===== config.mk =====
export PLATFORM = sky130hd
export DESIGN_NAME = dpStation
export DESIGN_NICKNAME = d
export VERILOG_FILES = /design/src/hdl/rsPkg.sv /design/src/hdl/dpStation.sv /design/src/hdl/dispatchSelect.sv /design/src/hdl/stationEntries.sv /design/src/hdl/operandCapture.sv
export SDC_FILE = /design/constraint.sdc
export NUM_CORES = 1
export LEC_CHECK = 0
export ABC_AREA = 1
export BUFFER_PORTS_ARGS = -buffer_cell sky130_fd_sc_hd__buf_4
export CAP_MARGIN = 15
export CELL_PAD_IN_SITES_DETAIL_PLACEMENT = 0
export CELL_PAD_IN_SITES_GLOBAL_PLACEMENT = 1
export CORE_ASPECT_RATIO = 2
export CORE_MARGIN = 3
export CORE_UTILIZATION = 38
export DETAILED_ROUTE_END_ITERATION = 8
export PLACE_DENSITY = 0.79
export REMOVE_ABC_BUFFERS = 1
export SLEW_MARGIN = 10
export SYNTH_ARGS = -nofsm -noshare
export SYNTH_HDL_FRONTEND = slang
export SYNTH_HIERARCHICAL = 1
export SYNTH_SLANG_ARGS = --single-unit

===== constraint.sdc =====
create_clock -name CLK -period 5.5 [get_ports CLK]
set_input_delay 1.375 -clock CLK [delete_from_list [all_inputs] [get_ports CLK]]
set_output_delay 1.375 -clock CLK [all_outputs]
set_load 0.02 [all_outputs]

===== src/hdl/rsPkg.sv =====
package rsPkg;
    localparam int dataWidth = 32;
    localparam int robIndexWidth = 3;         // Rename tags are reorder-buffer indices.
    localparam int opWidth = 5;
    localparam int condWidth = 4;
    localparam int flagWriteWidth = condWidth;
    localparam int shamtWidth = 5;
    localparam int shiftTypeWidth = 2;

    localparam logic [condWidth-1:0] condAlways = 4'hE;   // Such instructions never wait for flags.
endpackage

===== src/hdl/dpStation.sv =====
`timescale 1ns/100ps

module dpStation #(
    parameter int stationDepth = 2
) (
    input  logic                             CLK,
    input  logic                             Reset,
    input  logic                             issueValid,
    output logic                             issueReady,
    input  logic [rsPkg::opWidth-1:0]        opcode,
    input  logic [rsPkg::condWidth-1:0]      cond,
    input  logic [rsPkg::flagWriteWidth-1:0] flagWrite,
    input  logic                             regWrite,
    input  logic                             noWrite,
    input  logic [rsPkg::shamtWidth-1:0]     shamt,
    input  logic [rsPkg::shiftTypeWidth-1:0] shiftType,
    input  logic                             useImm,
    input  logic [rsPkg::dataWidth-1:0]      immediate,
    input  logic [rsPkg::robIndexWidth-1:0]  robTail,
    input  logic [rsPkg::dataWidth-1:0]      regData1,
    input  logic [rsPkg::dataWidth-1:0]      regData2,
    input  logic                             src1Busy,
    input  logic [rsPkg::robIndexWidth-1:0]  src1Tag,
    input  logic                             src2Busy,
    input  logic [rsPkg::robIndexWidth-1:0]  src2Tag,
    input  logic                             flagsReady,
    input  logic [rsPkg::robIndexWidth-1:0]  flagsTag,
    input  logic                             aluResultValid,
    input  logic [rsPkg::robIndexWidth-1:0]  aluResultTag,
    input  logic [rsPkg::dataWidth-1:0]      aluResult,
    input  logic                             memResultValid,
    input  logic [rsPkg::robIndexWidth-1:0]  memResultTag,
    input  logic [rsPkg::dataWidth-1:0]      memResult,
    input  logic                             flagResultValid,
    input  logic [rsPkg::robIndexWidth-1:0]  flagResultTag,
    output logic                             dispatchValid,
    input  logic                             dispatchReady,
    output logic [rsPkg::opWidth-1:0]        dispatchOp,
    output logic [rsPkg::condWidth-1:0]      dispatchCond,
    output logic [rsPkg::flagWriteWidth-1:0] dispatchFlagWrite,
    output logic                             dispatchRegWrite,
    output logic                             dispatchNoWrite,
    output logic [rsPkg::shamtWidth-1:0]     dispatchShamt,
    output logic [rsPkg::shiftTypeWidth-1:0] dispatchShiftType,
    output logic [rsPkg::dataWidth-1:0]      dispatchSrcA,
    output logic [rsPkg::dataWidth-1:0]      dispatchSrcB,
    output logic                             dispatchUseImm,
    output logic [rsPkg::robIndexWidth-1:0]  dispatchRobIndex
);
    import rsPkg::*;

    logic                     allocate;
    logic                     full;
    logic [dataWidth-1:0]     srcAValue;
    logic                     srcAPending;
    logic [robIndexWidth-1:0] srcATag;
    logic [dataWidth-1:0]     srcBValue;
    logic                     srcBPending;
    logic [robIndexWidth-1:0] srcBTag;
    logic                     flagPending;
    logic [robIndexWidth-1:0] flagTag;
    logic [stationDepth-1:0]  entryReady;
    logic [stationDepth-1:0]  pick;
    logic [stationDepth-1:0][opWidth-1:0]        entryOp;
    logic [stationDepth-1:0][condWidth-1:0]      entryCond;
    logic [stationDepth-1:0][flagWriteWidth-1:0] entryFlagWrite;
    logic [stationDepth-1:0]                     entryRegWrite;
    logic [stationDepth-1:0]                     entryNoWrite;
    logic [stationDepth-1:0][shamtWidth-1:0]     entryShamt;
    logic [stationDepth-1:0][shiftTypeWidth-1:0] entryShiftType;
    logic [stationDepth-1:0][dataWidth-1:0]      entrySrcA;
    logic [stationDepth-1:0][dataWidth-1:0]      entrySrcB;
    logic [stationDepth-1:0]                     entryUseImm;
    logic [stationDepth-1:0][robIndexWidth-1:0]  entryRobIndex;

    assign issueReady = ~full;
    assign allocate = issueValid & issueReady;

    // Port names match the nets here, so the instances connect by name.
    operandCapture operandCapture_inst (.*);

    stationEntries #(
        .stationDepth(stationDepth)
    ) stationEntries_inst (.*);

    dispatchSelect #(
        .stationDepth(stationDepth)
    ) dispatchSelect_inst (.*);
endmodule


===== src/hdl/dispatchSelect.sv =====
`timescale 1ns/100ps

module dispatchSelect #(
    parameter int stationDepth = 2
) (
    input  logic                   CLK,
    input  logic                   Reset,
    input  logic [stationDepth-1:0] entryReady,
    input  logic [stationDepth-1:0][rsPkg::opWidth-1:0]        entryOp,
    input  logic [stationDepth-1:0][rsPkg::condWidth-1:0]      entryCond,
    input  logic [stationDepth-1:0][rsPkg::flagWriteWidth-1:0] entryFlagWrite,
    input  logic [stationDepth-1:0]                            entryRegWrite,
    input  logic [stationDepth-1:0]                            entryNoWrite,
    input  logic [stationDepth-1:0][rsPkg::shamtWidth-1:0]     entryShamt,
    input  logic [stationDepth-1:0][rsPkg::shiftTypeWidth-1:0] entryShiftType,
    input  logic [stationDepth-1:0][rsPkg::dataWidth-1:0]      entrySrcA,
    input  logic [stationDepth-1:0][rsPkg::dataWidth-1:0]      entrySrcB,
    input  logic [stationDepth-1:0]                            entryUseImm,
    input  logic [stationDepth-1:0][rsPkg::robIndexWidth-1:0]  entryRobIndex,
    input  logic                   dispatchReady,
    output logic [stationDepth-1:0] pick,
    output logic                   dispatchValid,
    output logic [rsPkg::opWidth-1:0]        dispatchOp,
    output logic [rsPkg::condWidth-1:0]      dispatchCond,
    output logic [rsPkg::flagWriteWidth-1:0] dispatchFlagWrite,
    output logic                             dispatchRegWrite,
    output logic                             dispatchNoWrite,
    output logic [rsPkg::shamtWidth-1:0]     dispatchShamt,
    output logic [rsPkg::shiftTypeWidth-1:0] dispatchShiftType,
    output logic [rsPkg::dataWidth-1:0]      dispatchSrcA,
    output logic [rsPkg::dataWidth-1:0]      dispatchSrcB,
    output logic                             dispatchUseImm,
    output logic [rsPkg::robIndexWidth-1:0]  dispatchRobIndex
);
    localparam int indexWidth = (stationDepth > 1) ? $clog2(stationDepth) : 1;

    logic [indexWidth-1:0] selIndex;
    logic load;

    // The register takes a new entry when empty or draining this cycle.
    assign load = (entryReady != '0) && (!dispatchValid || dispatchReady);
    assign pick = load ? (entryReady & (~entryReady + 1'b1)) : '0;

    always_comb begin
        selIndex = '0;
        for (int i = stationDepth - 1; i >= 0; i--) begin
            if (entryReady[i]) begin
                selIndex = indexWidth'(i);
            end
        end
    end

    always_ff @(posedge CLK or posedge Reset) begin
        if (Reset) begin
            dispatchValid <= 1'b0;
        end else if (load) begin
            dispatchValid <= 1'b1;
        end else if (dispatchReady) begin
            dispatchValid <= 1'b0;
        end
    end

    always_ff @(posedge CLK) begin
        if (load) begin
            dispatchOp <= entryOp[selIndex];
            dispatchCond <= entryCond[selIndex];
            dispatchFlagWrite <= entryFlagWrite[selIndex];
            dispatchRegWrite <= entryRegWrite[selIndex];
            dispatchNoWrite <= entryNoWrite[selIndex];
            dispatchShamt <= entryShamt[selIndex];
            dispatchShiftType <= entryShiftType[selIndex];
            dispatchSrcA <= entrySrcA[selIndex];
            dispatchSrcB <= entrySrcB[selIndex];
            dispatchUseImm <= entryUseImm[selIndex];
            dispatchRobIndex <= entryRobIndex[selIndex];
        end
    end

    assert property (@(posedge CLK) disable iff (Reset)
        $onehot0(pick) && (load == pick[selIndex]))
        else $error("Pick is not one-hot or does not match the loaded entry.");

    assert property (@(posedge CLK) disable iff (Reset)
        dispatchValid && !dispatchReady |=> dispatchValid && $stable(dispatchRobIndex)
            && $stable(dispatchOp) && $stable(dispatchCond) && $stable(dispatchSrcA)
            && $stable(dispatchSrcB) && $stable(dispatchUseImm))
        else $error("Dispatch payload changed while stalled.");
endmodule


===== src/hdl/stationEntries.sv =====
`timescale 1ns/100ps

module stationEntries #(
    parameter int stationDepth = 2
) (
    input  logic                            CLK,
    input  logic                            Reset,
    input  logic                            allocate,
    input  logic [rsPkg::dataWidth-1:0]     srcAValue,
    input  logic                            srcAPending,
    input  logic [rsPkg::robIndexWidth-1:0] srcATag,
    input  logic [rsPkg::dataWidth-1:0]     srcBValue,
    input  logic                            srcBPending,
    input  logic [rsPkg::robIndexWidth-1:0] srcBTag,
    input  logic                            flagPending,
    input  logic [rsPkg::robIndexWidth-1:0] flagTag,
    input  logic [rsPkg::opWidth-1:0]       opcode,
    input  logic [rsPkg::condWidth-1:0]     cond,
    input  logic [rsPkg::flagWriteWidth-1:0] flagWrite,
    input  logic                            regWrite,
    input  logic                            noWrite,
    input  logic [rsPkg::shamtWidth-1:0]    shamt,
    input  logic [rsPkg::shiftTypeWidth-1:0] shiftType,
    input  logic                            useImm,
    input  logic [rsPkg::robIndexWidth-1:0] robTail,
    input  logic                            aluResultValid,
    input  logic [rsPkg::robIndexWidth-1:0] aluResultTag,
    input  logic [rsPkg::dataWidth-1:0]     aluResult,
    input  logic                            memResultValid,
    input  logic [rsPkg::robIndexWidth-1:0] memResultTag,
    input  logic [rsPkg::dataWidth-1:0]     memResult,
    input  logic                            flagResultValid,
    input  logic [rsPkg::robIndexWidth-1:0] flagResultTag,
    input  logic [stationDepth-1:0]         pick,
    output logic                            full,
    output logic [stationDepth-1:0]         entryReady,
    output logic [stationDepth-1:0][rsPkg::opWidth-1:0]        entryOp,
    output logic [stationDepth-1:0][rsPkg::condWidth-1:0]      entryCond,
    output logic [stationDepth-1:0][rsPkg::flagWriteWidth-1:0] entryFlagWrite,
    output logic [stationDepth-1:0]                            entryRegWrite,
    output logic [stationDepth-1:0]                            entryNoWrite,
    output logic [stationDepth-1:0][rsPkg::shamtWidth-1:0]     entryShamt,
    output logic [stationDepth-1:0][rsPkg::shiftTypeWidth-1:0] entryShiftType,
    output logic [stationDepth-1:0][rsPkg::dataWidth-1:0]      entrySrcA,
    output logic [stationDepth-1:0][rsPkg::dataWidth-1:0]      entrySrcB,
    output logic [stationDepth-1:0]                            entryUseImm,
    output logic [stationDepth-1:0][rsPkg::robIndexWidth-1:0]  entryRobIndex
);
    import rsPkg::*;

    logic [stationDepth-1:0] occupied;
    logic [stationDepth-1:0] picked;
    logic [stationDepth-1:0] pendA;
    logic [stationDepth-1:0] pendB;
    logic [stationDepth-1:0] pendF;
    logic [stationDepth-1:0][robIndexWidth-1:0] tagA;
    logic [stationDepth-1:0][robIndexWidth-1:0] tagB;
    logic [stationDepth-1:0][robIndexWidth-1:0] tagF;
    logic [stationDepth-1:0] allocSel;
    logic [stationDepth-1:0] allocWrite;
    logic [stationDepth-1:0] aAlu;
    logic [stationDepth-1:0] aMem;
    logic [stationDepth-1:0] bAlu;
    logic [stationDepth-1:0] bMem;
    logic [stationDepth-1:0] fHit;
    logic [stationDepth-1:0] freeing;

    assign full = &occupied;
    assign allocSel = ~occupied & (occupied + 1'b1);      // Lowest free entry.
    assign allocWrite = allocate ? allocSel : '0;
    assign entryReady = occupied & ~picked & ~pendA & ~pendB & ~pendF;

    always_comb begin
        for (int i = 0; i < stationDepth; i++) begin
            aAlu[i] = pendA[i] && aluResultValid && aluResultTag == tagA[i];
            aMem[i] = pendA[i] && memResultValid && memResultTag == tagA[i];
            bAlu[i] = pendB[i] && aluResultValid && aluResultTag == tagB[i];
            bMem[i] = pendB[i] && memResultValid && memResultTag == tagB[i];
            fHit[i] = pendF[i] && flagResultValid && flagResultTag == tagF[i];
            freeing[i] = occupied[i] && aluResultValid && aluResultTag == entryRobIndex[i];
        end
    end

    always_ff @(posedge CLK or posedge Reset) begin
        if (Reset) begin
            occupied <= '0;
            picked <= '0;
            pendA <= '0;
            pendB <= '0;
            pendF <= '0;
        end else begin
            for (int i = 0; i < stationDepth; i++) begin
                if (allocWrite[i]) begin
                    occupied[i] <= 1'b1;
                    picked[i] <= 1'b0;
                    pendA[i] <= srcAPending;
                    pendB[i] <= srcBPending;
                    pendF[i] <= flagPending;
                end else begin
                    if (freeing[i]) begin
                        occupied[i] <= 1'b0;
                    end
                    if (pick[i]) begin
                        picked[i] <= 1'b1;
                    end
                    if (aAlu[i] || aMem[i]) begin
                        pendA[i] <= 1'b0;
                    end
                    if (bAlu[i] || bMem[i]) begin
                        pendB[i] <= 1'b0;
                    end
                    if (fHit[i]) begin
                        pendF[i] <= 1'b0;
                    end
                end
            end
        end
    end

    always_ff @(posedge CLK) begin
        for (int i = 0; i < stationDepth; i++) begin
            if (allocWrite[i]) begin
                entryOp[i] <= opcode;
                entryCond[i] <= cond;
                entryFlagWrite[i] <= flagWrite;
                entryRegWrite[i] <= regWrite;
                entryNoWrite[i] <= noWrite;
                entryShamt[i] <= shamt;
                entryShiftType[i] <= shiftType;
                entryUseImm[i] <= useImm;
                entryRobIndex[i] <= robTail;
                entrySrcA[i] <= srcAValue;
                entrySrcB[i] <= srcBValue;
                tagA[i] <= srcATag;
                tagB[i] <= srcBTag;
                tagF[i] <= flagTag;
            end else begin
                if (aAlu[i]) begin
                    entrySrcA[i] <= aluResult;
                end else if (aMem[i]) begin
                    entrySrcA[i] <= memResult;
                end
                if (bAlu[i]) begin
                    entrySrcB[i] <= aluResult;
                end else if (bMem[i]) begin
                    entrySrcB[i] <= memResult;
                end
            end
        end
    end

    assert property (@(posedge CLK) disable iff (Reset) allocate |-> !full)
        else $error("Allocation while the station is full.");

    // The ALU only broadcasts an index after the entry has gone out.
    assert property (@(posedge CLK) disable iff (Reset) (freeing & ~picked) == '0)
        else $error("Entry released before it was picked.");
endmodule


===== src/hdl/operandCapture.sv =====
`timescale 1ns/100ps

module operandCapture (
    input  logic                            useImm,
    input  logic [rsPkg::dataWidth-1:0]     immediate,
    input  logic [rsPkg::dataWidth-1:0]     regData1,
    input  logic [rsPkg::dataWidth-1:0]     regData2,
    input  logic                            src1Busy,
    input  logic [rsPkg::robIndexWidth-1:0] src1Tag,
    input  logic                            src2Busy,
    input  logic [rsPkg::robIndexWidth-1:0] src2Tag,
    input  logic [rsPkg::condWidth-1:0]     cond,
    input  logic                            flagsReady,
    input  logic [rsPkg::robIndexWidth-1:0] flagsTag,
    input  logic                            aluResultValid,
    input  logic [rsPkg::robIndexWidth-1:0] aluResultTag,
    input  logic [rsPkg::dataWidth-1:0]     aluResult,
    input  logic                            memResultValid,
    input  logic [rsPkg::robIndexWidth-1:0] memResultTag,
    input  logic [rsPkg::dataWidth-1:0]     memResult,
    output logic [rsPkg::dataWidth-1:0]     srcAValue,
    output logic                            srcAPending,
    output logic [rsPkg::robIndexWidth-1:0] srcATag,
    output logic [rsPkg::dataWidth-1:0]     srcBValue,
    output logic                            srcBPending,
    output logic [rsPkg::robIndexWidth-1:0] srcBTag,
    output logic                            flagPending,
    output logic [rsPkg::robIndexWidth-1:0] flagTag
);
    import rsPkg::*;

    // Result is {pending, value}; the ALU lane wins over the memory lane.
    function automatic logic [dataWidth:0] resolve(
        input logic                     busy,
        input logic [robIndexWidth-1:0] tag,
        input logic [dataWidth-1:0]     regValue
    );
        logic [dataWidth:0] result;
        if (!busy) begin
            result = {1'b0, regValue};
        end else if (aluResultValid && aluResultTag == tag) begin
            result = {1'b0, aluResult};              // Forwarded in the issue cycle.
        end else if (memResultValid && memResultTag == tag) begin
            result = {1'b0, memResult};
        end else begin
            result = {1'b1, regValue};               // Value is filled in on wake-up.
        end
        return result;
    endfunction

    always_comb begin
        {srcAPending, srcAValue} = resolve(src1Busy, src1Tag, regData1);
        if (useImm) begin
            {srcBPending, srcBValue} = {1'b0, immediate};
        end else begin
            {srcBPending, srcBValue} = resolve(src2Busy, src2Tag, regData2);
        end
    end

    assign srcATag = src1Tag;
    assign srcBTag = src2Tag;
    assign flagPending = (cond != condAlways) && !flagsReady;
    assign flagTag = flagsTag;
endmodule


# Word level (Yosys, flattened, before mapping)
# Cells that the tools add are included.
[word_totals] output_inout_bits=92 ff_bits=299 word_cells=206 in_bits=214
[classes] addsub=2 eq_ne=17 mux=68 reduce_logical=54 n_lt_le_gt_ge=1 n_bitwise=14
[op_table] operator="32-bit 2-to-1 mux" n=17
[op_table] operator="33-bit 2-to-1 mux" n=6
[op_table] operator="3-bit equality test" n=16
[op_table] operator="1-bit 2-to-1 mux" n=31
[op_table] operator="1-bit logical AND" n=30
[op_table] operator="2-bit nonzero test" n=12
[op_table] operator="5-bit 2-to-1 mux" n=4
[op_table] operator="4-bit 2-to-1 mux" n=4
[op_table] operator="2-bit bitwise AND" n=6
[op_table] operator="2-bit NOT" n=6
[op_table] operator="3-bit nonzero test" n=4
[op_table] operator="2-bit 2-to-1 mux" n=4
[op_table] operator="3-bit 2-to-1 mux" n=2
[op_table] operator="1-bit logical OR" n=5
[op_table] operator="2-bit by 1-bit adder with 2-bit output (second input constant)" n=2
[op_table] operator="4-bit inequality test (second input constant)" n=1
[op_table] operator="1-bit zero test" n=2
[op_table] operator="1-bit by 2-bit < comparator with 1-bit output (second input constant)" n=1
[op_table] operator="2-bit AND reduction" n=1
[op_table] operator="1-bit bitwise AND" n=1
[op_table] operator="1-bit NOT" n=1

# Depth between registers and ports, before layout
[depth] word_depth=11 depth_mapped=12 depth_no_buf=11

# Hierarchy
# The synthesis kept the hierarchy.
[by_module_without_submodules] module="stationEntries" seq_area_each_um2=6195.9 n_inst=1 area_per_inst_um2=10457.5 cells_each=1175
[by_module_without_submodules] module="dispatchSelect" seq_area_each_um2=2727.6 n_inst=1 area_per_inst_um2=4157.7 cells_each=400
[by_module_without_submodules] module="operandCapture" seq_area_each_um2=0.0 n_inst=1 area_per_inst_um2=3146.8 cells_each=667
[by_module_without_submodules] module="dpStation" seq_area_each_um2=0.0 n_inst=1 area_per_inst_um2=13.8 cells_each=3

# Worst setup path before layout
# No wires, ideal clock.
[synth_path] kind="input port to flip-flop" from="in dispatchReady" to="reg dispatchSelect_inst/dispatchCond[0] (netlist name), enable pin" path_buffers=0 required_ns=4.960 cell_stages=2 arrival_time_ns=5.201 setup_ns=0.540 path_slack_ns=-0.241 path_cell_list="nor2_1 > nor2_1"
[synth_between] elab_chain_cells=2
[synth_rtl] item="start, declared" line="dpStation.sv:37" source="input logic dispatchReady,"
[synth_rtl] item="1-bit logical OR" line="dispatchSelect.sv:41" source="assign load = (entryReady != '0) && (!dispatchValid || dispatchReady);"
[synth_rtl] item="1-bit logical AND" line="dispatchSelect.sv:41"
[synth_rtl] item="via dispatchSelect_inst.load" line="dispatchSelect.sv:38" source="logic load;"
[synth_rtl] item="end signal, assigned" line="dispatchSelect.sv:66" source="dispatchCond <= entryCond[selIndex];"
[synth_rtl] item="end, declared" line="dispatchSelect.sv:24" source="output logic [rsPkg::condWidth-1:0] dispatchCond,"
# The timed path passes the listed nets, and every way through them passes these cells.
# A chain may end at the register's enable or synchronous reset.

# Final worst setup path
[layout_path] from="in aluResultTag[1] (netlist name)" to="reg stationEntries_inst/entrySrcB[59] (netlist name) (data pin)"
[layout_between] elab_chain_cells=6 elab_cells_between_ends=9 classes_between="2 x eq/ne; 5 x mux; 2 x reduce/logical"
[layout_rtl] item="start, declared" line="dpStation.sv:29" source="input logic [rsPkg::robIndexWidth-1:0] aluResultTag,"
[layout_rtl] item="3-bit equality test" line="operandCapture.sv:41" source="end else if (aluResultValid && aluResultTag == tag) begin"
[layout_rtl] item="1-bit logical AND" line="operandCapture.sv:41"
[layout_rtl] item="33-bit 2-to-1 mux" line="operandCapture.sv:41"
[layout_rtl] item="33-bit 2-to-1 mux" line="operandCapture.sv:39" source="if (!busy) begin"
[layout_rtl] item="32-bit 2-to-1 mux" line="operandCapture.sv:53" source="if (useImm) begin"
[layout_rtl] item="via srcBValue[27]" line="dpStation.sv:57" source="logic [dataWidth-1:0] srcBValue;"
[layout_rtl] item="32-bit 2-to-1 mux" line="stationEntries.sv:122" source="if (allocWrite[i]) begin"
[layout_rtl] item="end signal, assigned by index" line="stationEntries.sv:133" source="entrySrcB[i] <= srcBValue;"
[layout_rtl] item="end signal, assigned by index" line="stationEntries.sv:144" source="entrySrcB[i] <= aluResult;"
[layout_rtl] item="end signal, assigned by index" line="stationEntries.sv:146" source="entrySrcB[i] <= memResult;"
[layout_rtl] item="end, declared" line="stationEntries.sv:45" source="output logic [stationDepth-1:0][rsPkg::dataWidth-1:0] entrySrcB,"
# The timed path passes the listed nets, and every way through them passes these cells.

==> qor.txt <==
=================================================================================
Core region area ...................................................  0.0460 mm^2
Cell Count, Final, Fillers Out .....................................         3095
Wire length of the first global-routing pass .......................       104 mm
Cell Int Power .....................................................      5.70 mW
Cell breakdown of the critical path ................................ buf_4, inv_2, nand2_1, nand2_1, nor2_4, nand2_4, nand3_1, nand2_1, a21oi_2, nand2_1, nand2_1
Cell area power density ............................................  458 mW/mm^2
Data arrival at the endpoint of the critical path ..................      3.62 ns
Port Buffers .......................................................          305
Fraction of layout instances using a drive strength above 1 ........        0.178
Maximum single-stage delay on the critical path ....................      0.65 ns
H-tree levels ......................................................            1
Worst setup SP type ................................................   input port
Instance area after placement ......................................  0.0201 mm^2
Run status ......................................................... finished, final reports clean
Top cells by area in the synthesized netlist ....................... sky130_fd_sc_hd__edfxtp_1 (49%), sky130_fd_sc_hd__nand2_1 (17%), sky130_fd_sc_hd__nand3_1 (14%)
Maximum net fanout on the critical path ............................           33
Vias per Instance ..................................................         5.51
Part of the total power dissipated in the clock network ............        0.200
Post-route met1 wirelength .........................................      24.2 mm
Fraction of synthesis flops using an asynchronous set or reset pin .       0.0368
CP delay by family, top ............................................ simple AND/OR/NAND/NOR gates
Instance count of the mapped netlist ...............................         2245
Cell area after layout .............................................  0.0209 mm^2
Flop pwr share .....................................................        0.403
Max IR drop VDD ....................................................     0.266 mV
Syn_area_per_cell ..................................................    7.92 um^2
Fin. max-slew vios .................................................            0
Total Routed Length ................................................      70.8 mm
Number of primary I/O pins .........................................          306
Max-cap violations .................................................            0
Count of instances resized after the clock tree is built ...........            0
Most common cell in the synthesized netlist ........................ sky130_fd_sc_hd__nand2_1
Via count of the first global-routing pass .........................        17428
Relative slew slack ................................................        0.195
CTS tree ...........................................................          yes
Library cell with the largest summed area after synthesis .......... sky130_fd_sc_hd__edfxtp_1
Setup repair after global routing missed its margin ................        false
Post-synthesis instance area .......................................  0.0178 mm^2
CTS sink cnt .......................................................          299
Area share of the leading cell type in the synthesized netlist .....        0.487
Number of flip-flops and latches in the synthesized netlist ........          299
Category of the most critical setup path ........................... input port to flip-flop
Overall routing resource usage .....................................        0.275
Maximum number of pins on one net before global-route repair .......           88
Die height .........................................................       312 um
Cell leakage power .................................................      9.77 nW
Source-to-sink clock delay at the later pin of the worst-skew pair .      0.59 ns
Cell count after placement .........................................         3044
Setup repair bufs after CTS ........................................            0
TritonCTS buffer count .............................................           28
Antenna Violating Nets Remaining ...................................            0
Gp weighted congestion .............................................        0.888
Net switching share of the total power .............................        0.406
Top FF cell, synth ................................................. sky130_fd_sc_hd__edfxtp_1
Filler cells .......................................................         4583
Multi-input gate area in the final layout .......................... 0.00706 mm^2
Final setup fails ..................................................            0
Post-synth EDFFs ...................................................          288
Buffers & Inverters on Critical Path ...............................            2
Net switching power figure .........................................      3.89 mW
Measured slew at the worst slew-check pin ..........................      1.21 ns
Number of warning messages in the yosys log ........................            6
Slowest CP cell .................................................... sky130_fd_sc_hd__nor2_4
Area Overhead vs Synth .............................................        17.8%
Remaining routing DRC violations ...................................            0
Count of cell types in the netlist .................................           31
Antenna violations before repair ...................................            2
Die area ...........................................................  0.0496 mm^2
HP Class ........................................................... flip-flop to flip-flop
Hold buffer count at cts ...........................................            0
Part of the Yosys area used for sequential elements ................        0.502
Clock-pin transition on the worst setup and hold timing paths ......      0.07 ns
Sequential Area .................................................... 0.00892 mm^2
Most used standard cells in the synthesized netlist ................ sky130_fd_sc_hd__nand2_1 (806), sky130_fd_sc_hd__nand3_1 (486), sky130_fd_sc_hd__edfxtp_1 (288)
Average wire per cell in the routed design .........................      22.9 um
Met3 routed wirelength .............................................      5.84 mm
Cell Rows ..........................................................          111
Top routing layer in use ...........................................         met4
Initial core utilization ...........................................        0.387
Hold violation count in the final report ...........................            0
Max Fclk ...........................................................      311 MHz
Worst path most repeated cell ...................................... sky130_fd_sc_hd__nand2_1
First-pass DRT Iterations ..........................................            6
Final setup skew ...................................................    0.0335 ns
Detailed Place HPWL ................................................      42.7 mm
Largest buffer count on any clock path .............................            3
Drt first-iter violations ..........................................         1801
Final period utilization ...........................................        0.584
Overflow left after global routing .................................            0
Crit. End Element ..................................................    flip-flop
CTS root buf ....................................................... sky130_fd_sc_hd__clkbuf_16
Routed length on met2 ..............................................      35.3 mm
Final #Nets ........................................................         2667
Die width ..........................................................       159 um
Data required time of the critical path ............................      5.91 ns
Shortest clock period the worst path allows after layout ...........      3.21 ns
DR vias ............................................................        17054
Logic gate share of total power ....................................        0.397
=================================================================================
## through the flow
step	total power [mW]	utilization	hold slack [ns]	TNS, ns	worst slack [ns]
after global placement	7.65	0.437	0.486	0	1.79
after global routing	10.0	0.455	0.534	0	2.15
after detailed placement	7.71	0.437	0.495	0	1.77
after CTS	9.62	0.455	0.498	0	2.37
after floorplan	5.94	-	0.462	-700.85	-4.80
final	9.59	0.456	0.509	0	2.29
## power groups by stage
stage	clock (mW)	sequential (mW)	combinational, mW
global route	2.02	3.92	4.09
global placement	0	3.90	3.76
CTS	1.95	3.86	3.81
detailed placement	0	3.90	3.80
finish	1.92	3.86	3.81
floorplan	0	4.34	1.59
## final timing paths
check	startpoint	to	slack (ns)	cells past startpoint
min in group asynchronous	Reset	dispatchSelect_inst/dispatchValid$_DFFE_PP0P_	0.67	2
hold reg to reg	stationEntries_inst/entryFlagWrite[1]$_DFFE_PP_	dispatchSelect_inst/dispatchFlagWrite[1]$_DFFE_PP_	0.51	2
setup / recovery	aluResultTag[1]	stationEntries_inst/entrySrcB[59]$_DFFE_PP_	2.29	11
setup reg to reg	stationEntries_inst/occupied[0]$_DFFE_PP0P_	dispatchSelect_inst/dispatchSrcA[2]$_DFFE_PP_	2.46	8
hold / removal	stationEntries_inst/entryFlagWrite[1]$_DFFE_PP_	dispatchSelect_inst/dispatchFlagWrite[1]$_DFFE_PP_	0.51	2
max in group asynchronous	Reset	stationEntries_inst/pendF[0]$_DFFE_PP0P_	4.39	2
## routing by layer
layer	track usage	up-vias
met5	0	-
met4	0.192	0
met1	0.298	7991
li1	-	7755
met3	0.0403	287
met2	0.489	1021
## cell families (layout without fill, tap and decap cells)
group                  after synthesis  count (layout)  synth area share
XOR/XNOR                             7               7           0.00345
AO/OA/AOI/OAI                      142             142            0.0446
buffers and inverters              370             597             0.105
other                                0               2                 0
AND/OR/NAND/NOR                   1427            1427             0.345
flip-flops                         299             299             0.502
## placed cells by master, fill, tap and decap left out, types with 6 or more instances in the layout
master	Yosys	layout
sky130_fd_sc_hd__nand2_1	806	805
sky130_fd_sc_hd__nand3_1	486	482
sky130_fd_sc_hd__buf_4	40	332
sky130_fd_sc_hd__edfxtp_1	288	288
sky130_fd_sc_hd__inv_1	202	200
sky130_fd_sc_hd__nor2_1	99	98
sky130_fd_sc_hd__a21oi_1	80	80
sky130_fd_sc_hd__clkbuf_16	0	28
sky130_fd_sc_hd__o21ai_0	22	22
sky130_fd_sc_hd__a21oi_2	20	20
sky130_fd_sc_hd__o21ai_1	18	18
sky130_fd_sc_hd__inv_2	13	13
sky130_fd_sc_hd__nor2_4	7	12
sky130_fd_sc_hd__dfrtp_1	11	11
sky130_fd_sc_hd__nand2_4	6	8
sky130_fd_sc_hd__clkinv_1	1	6
sky130_fd_sc_hd__clkbuf_1	38	6
## worst reg2reg max path: cells and delay by family (launching register included)
family,cells,cell delay (ns)
buffers and inverters,3,0.83
flip-flops,1,0.44
AND/OR/NAND/NOR,5,1.61
## state kept, by name (all words and copies together), names as in the netlist, 3 cells and up
name	flops
dispatchSelect_inst/dispatchCond	4
dispatchSelect_inst/dispatchFlagWrite	4
dispatchSelect_inst/dispatchOp	5
dispatchSelect_inst/dispatchRobIndex	3
dispatchSelect_inst/dispatchShamt	5
dispatchSelect_inst/dispatchSrcA	32
dispatchSelect_inst/dispatchSrcB	32
stationEntries_inst/entryCond	8
stationEntries_inst/entryFlagWrite	8
stationEntries_inst/entryOp	10
stationEntries_inst/entryRobIndex	6
stationEntries_inst/entryShamt	10
stationEntries_inst/entryShiftType	4
stationEntries_inst/entrySrcA	64
stationEntries_inst/entrySrcB	64
stationEntries_inst/tagA	6
stationEntries_inst/tagB	6
stationEntries_inst/tagF	6
## final cells by class
cell class | count | area share
sequential | 299 | 0.426
multi-input combinational | 1576 | 0.337
timing repair buffer | 332 | 0.119
inverter | 216 | 0.0391
tap | 621 | 0.0371
clock buffer | 34 | 0.0345
clock inverter | 15 | 0.00657
antenna | 2 | 0.000239
Power figures use the tool's default switching activity.
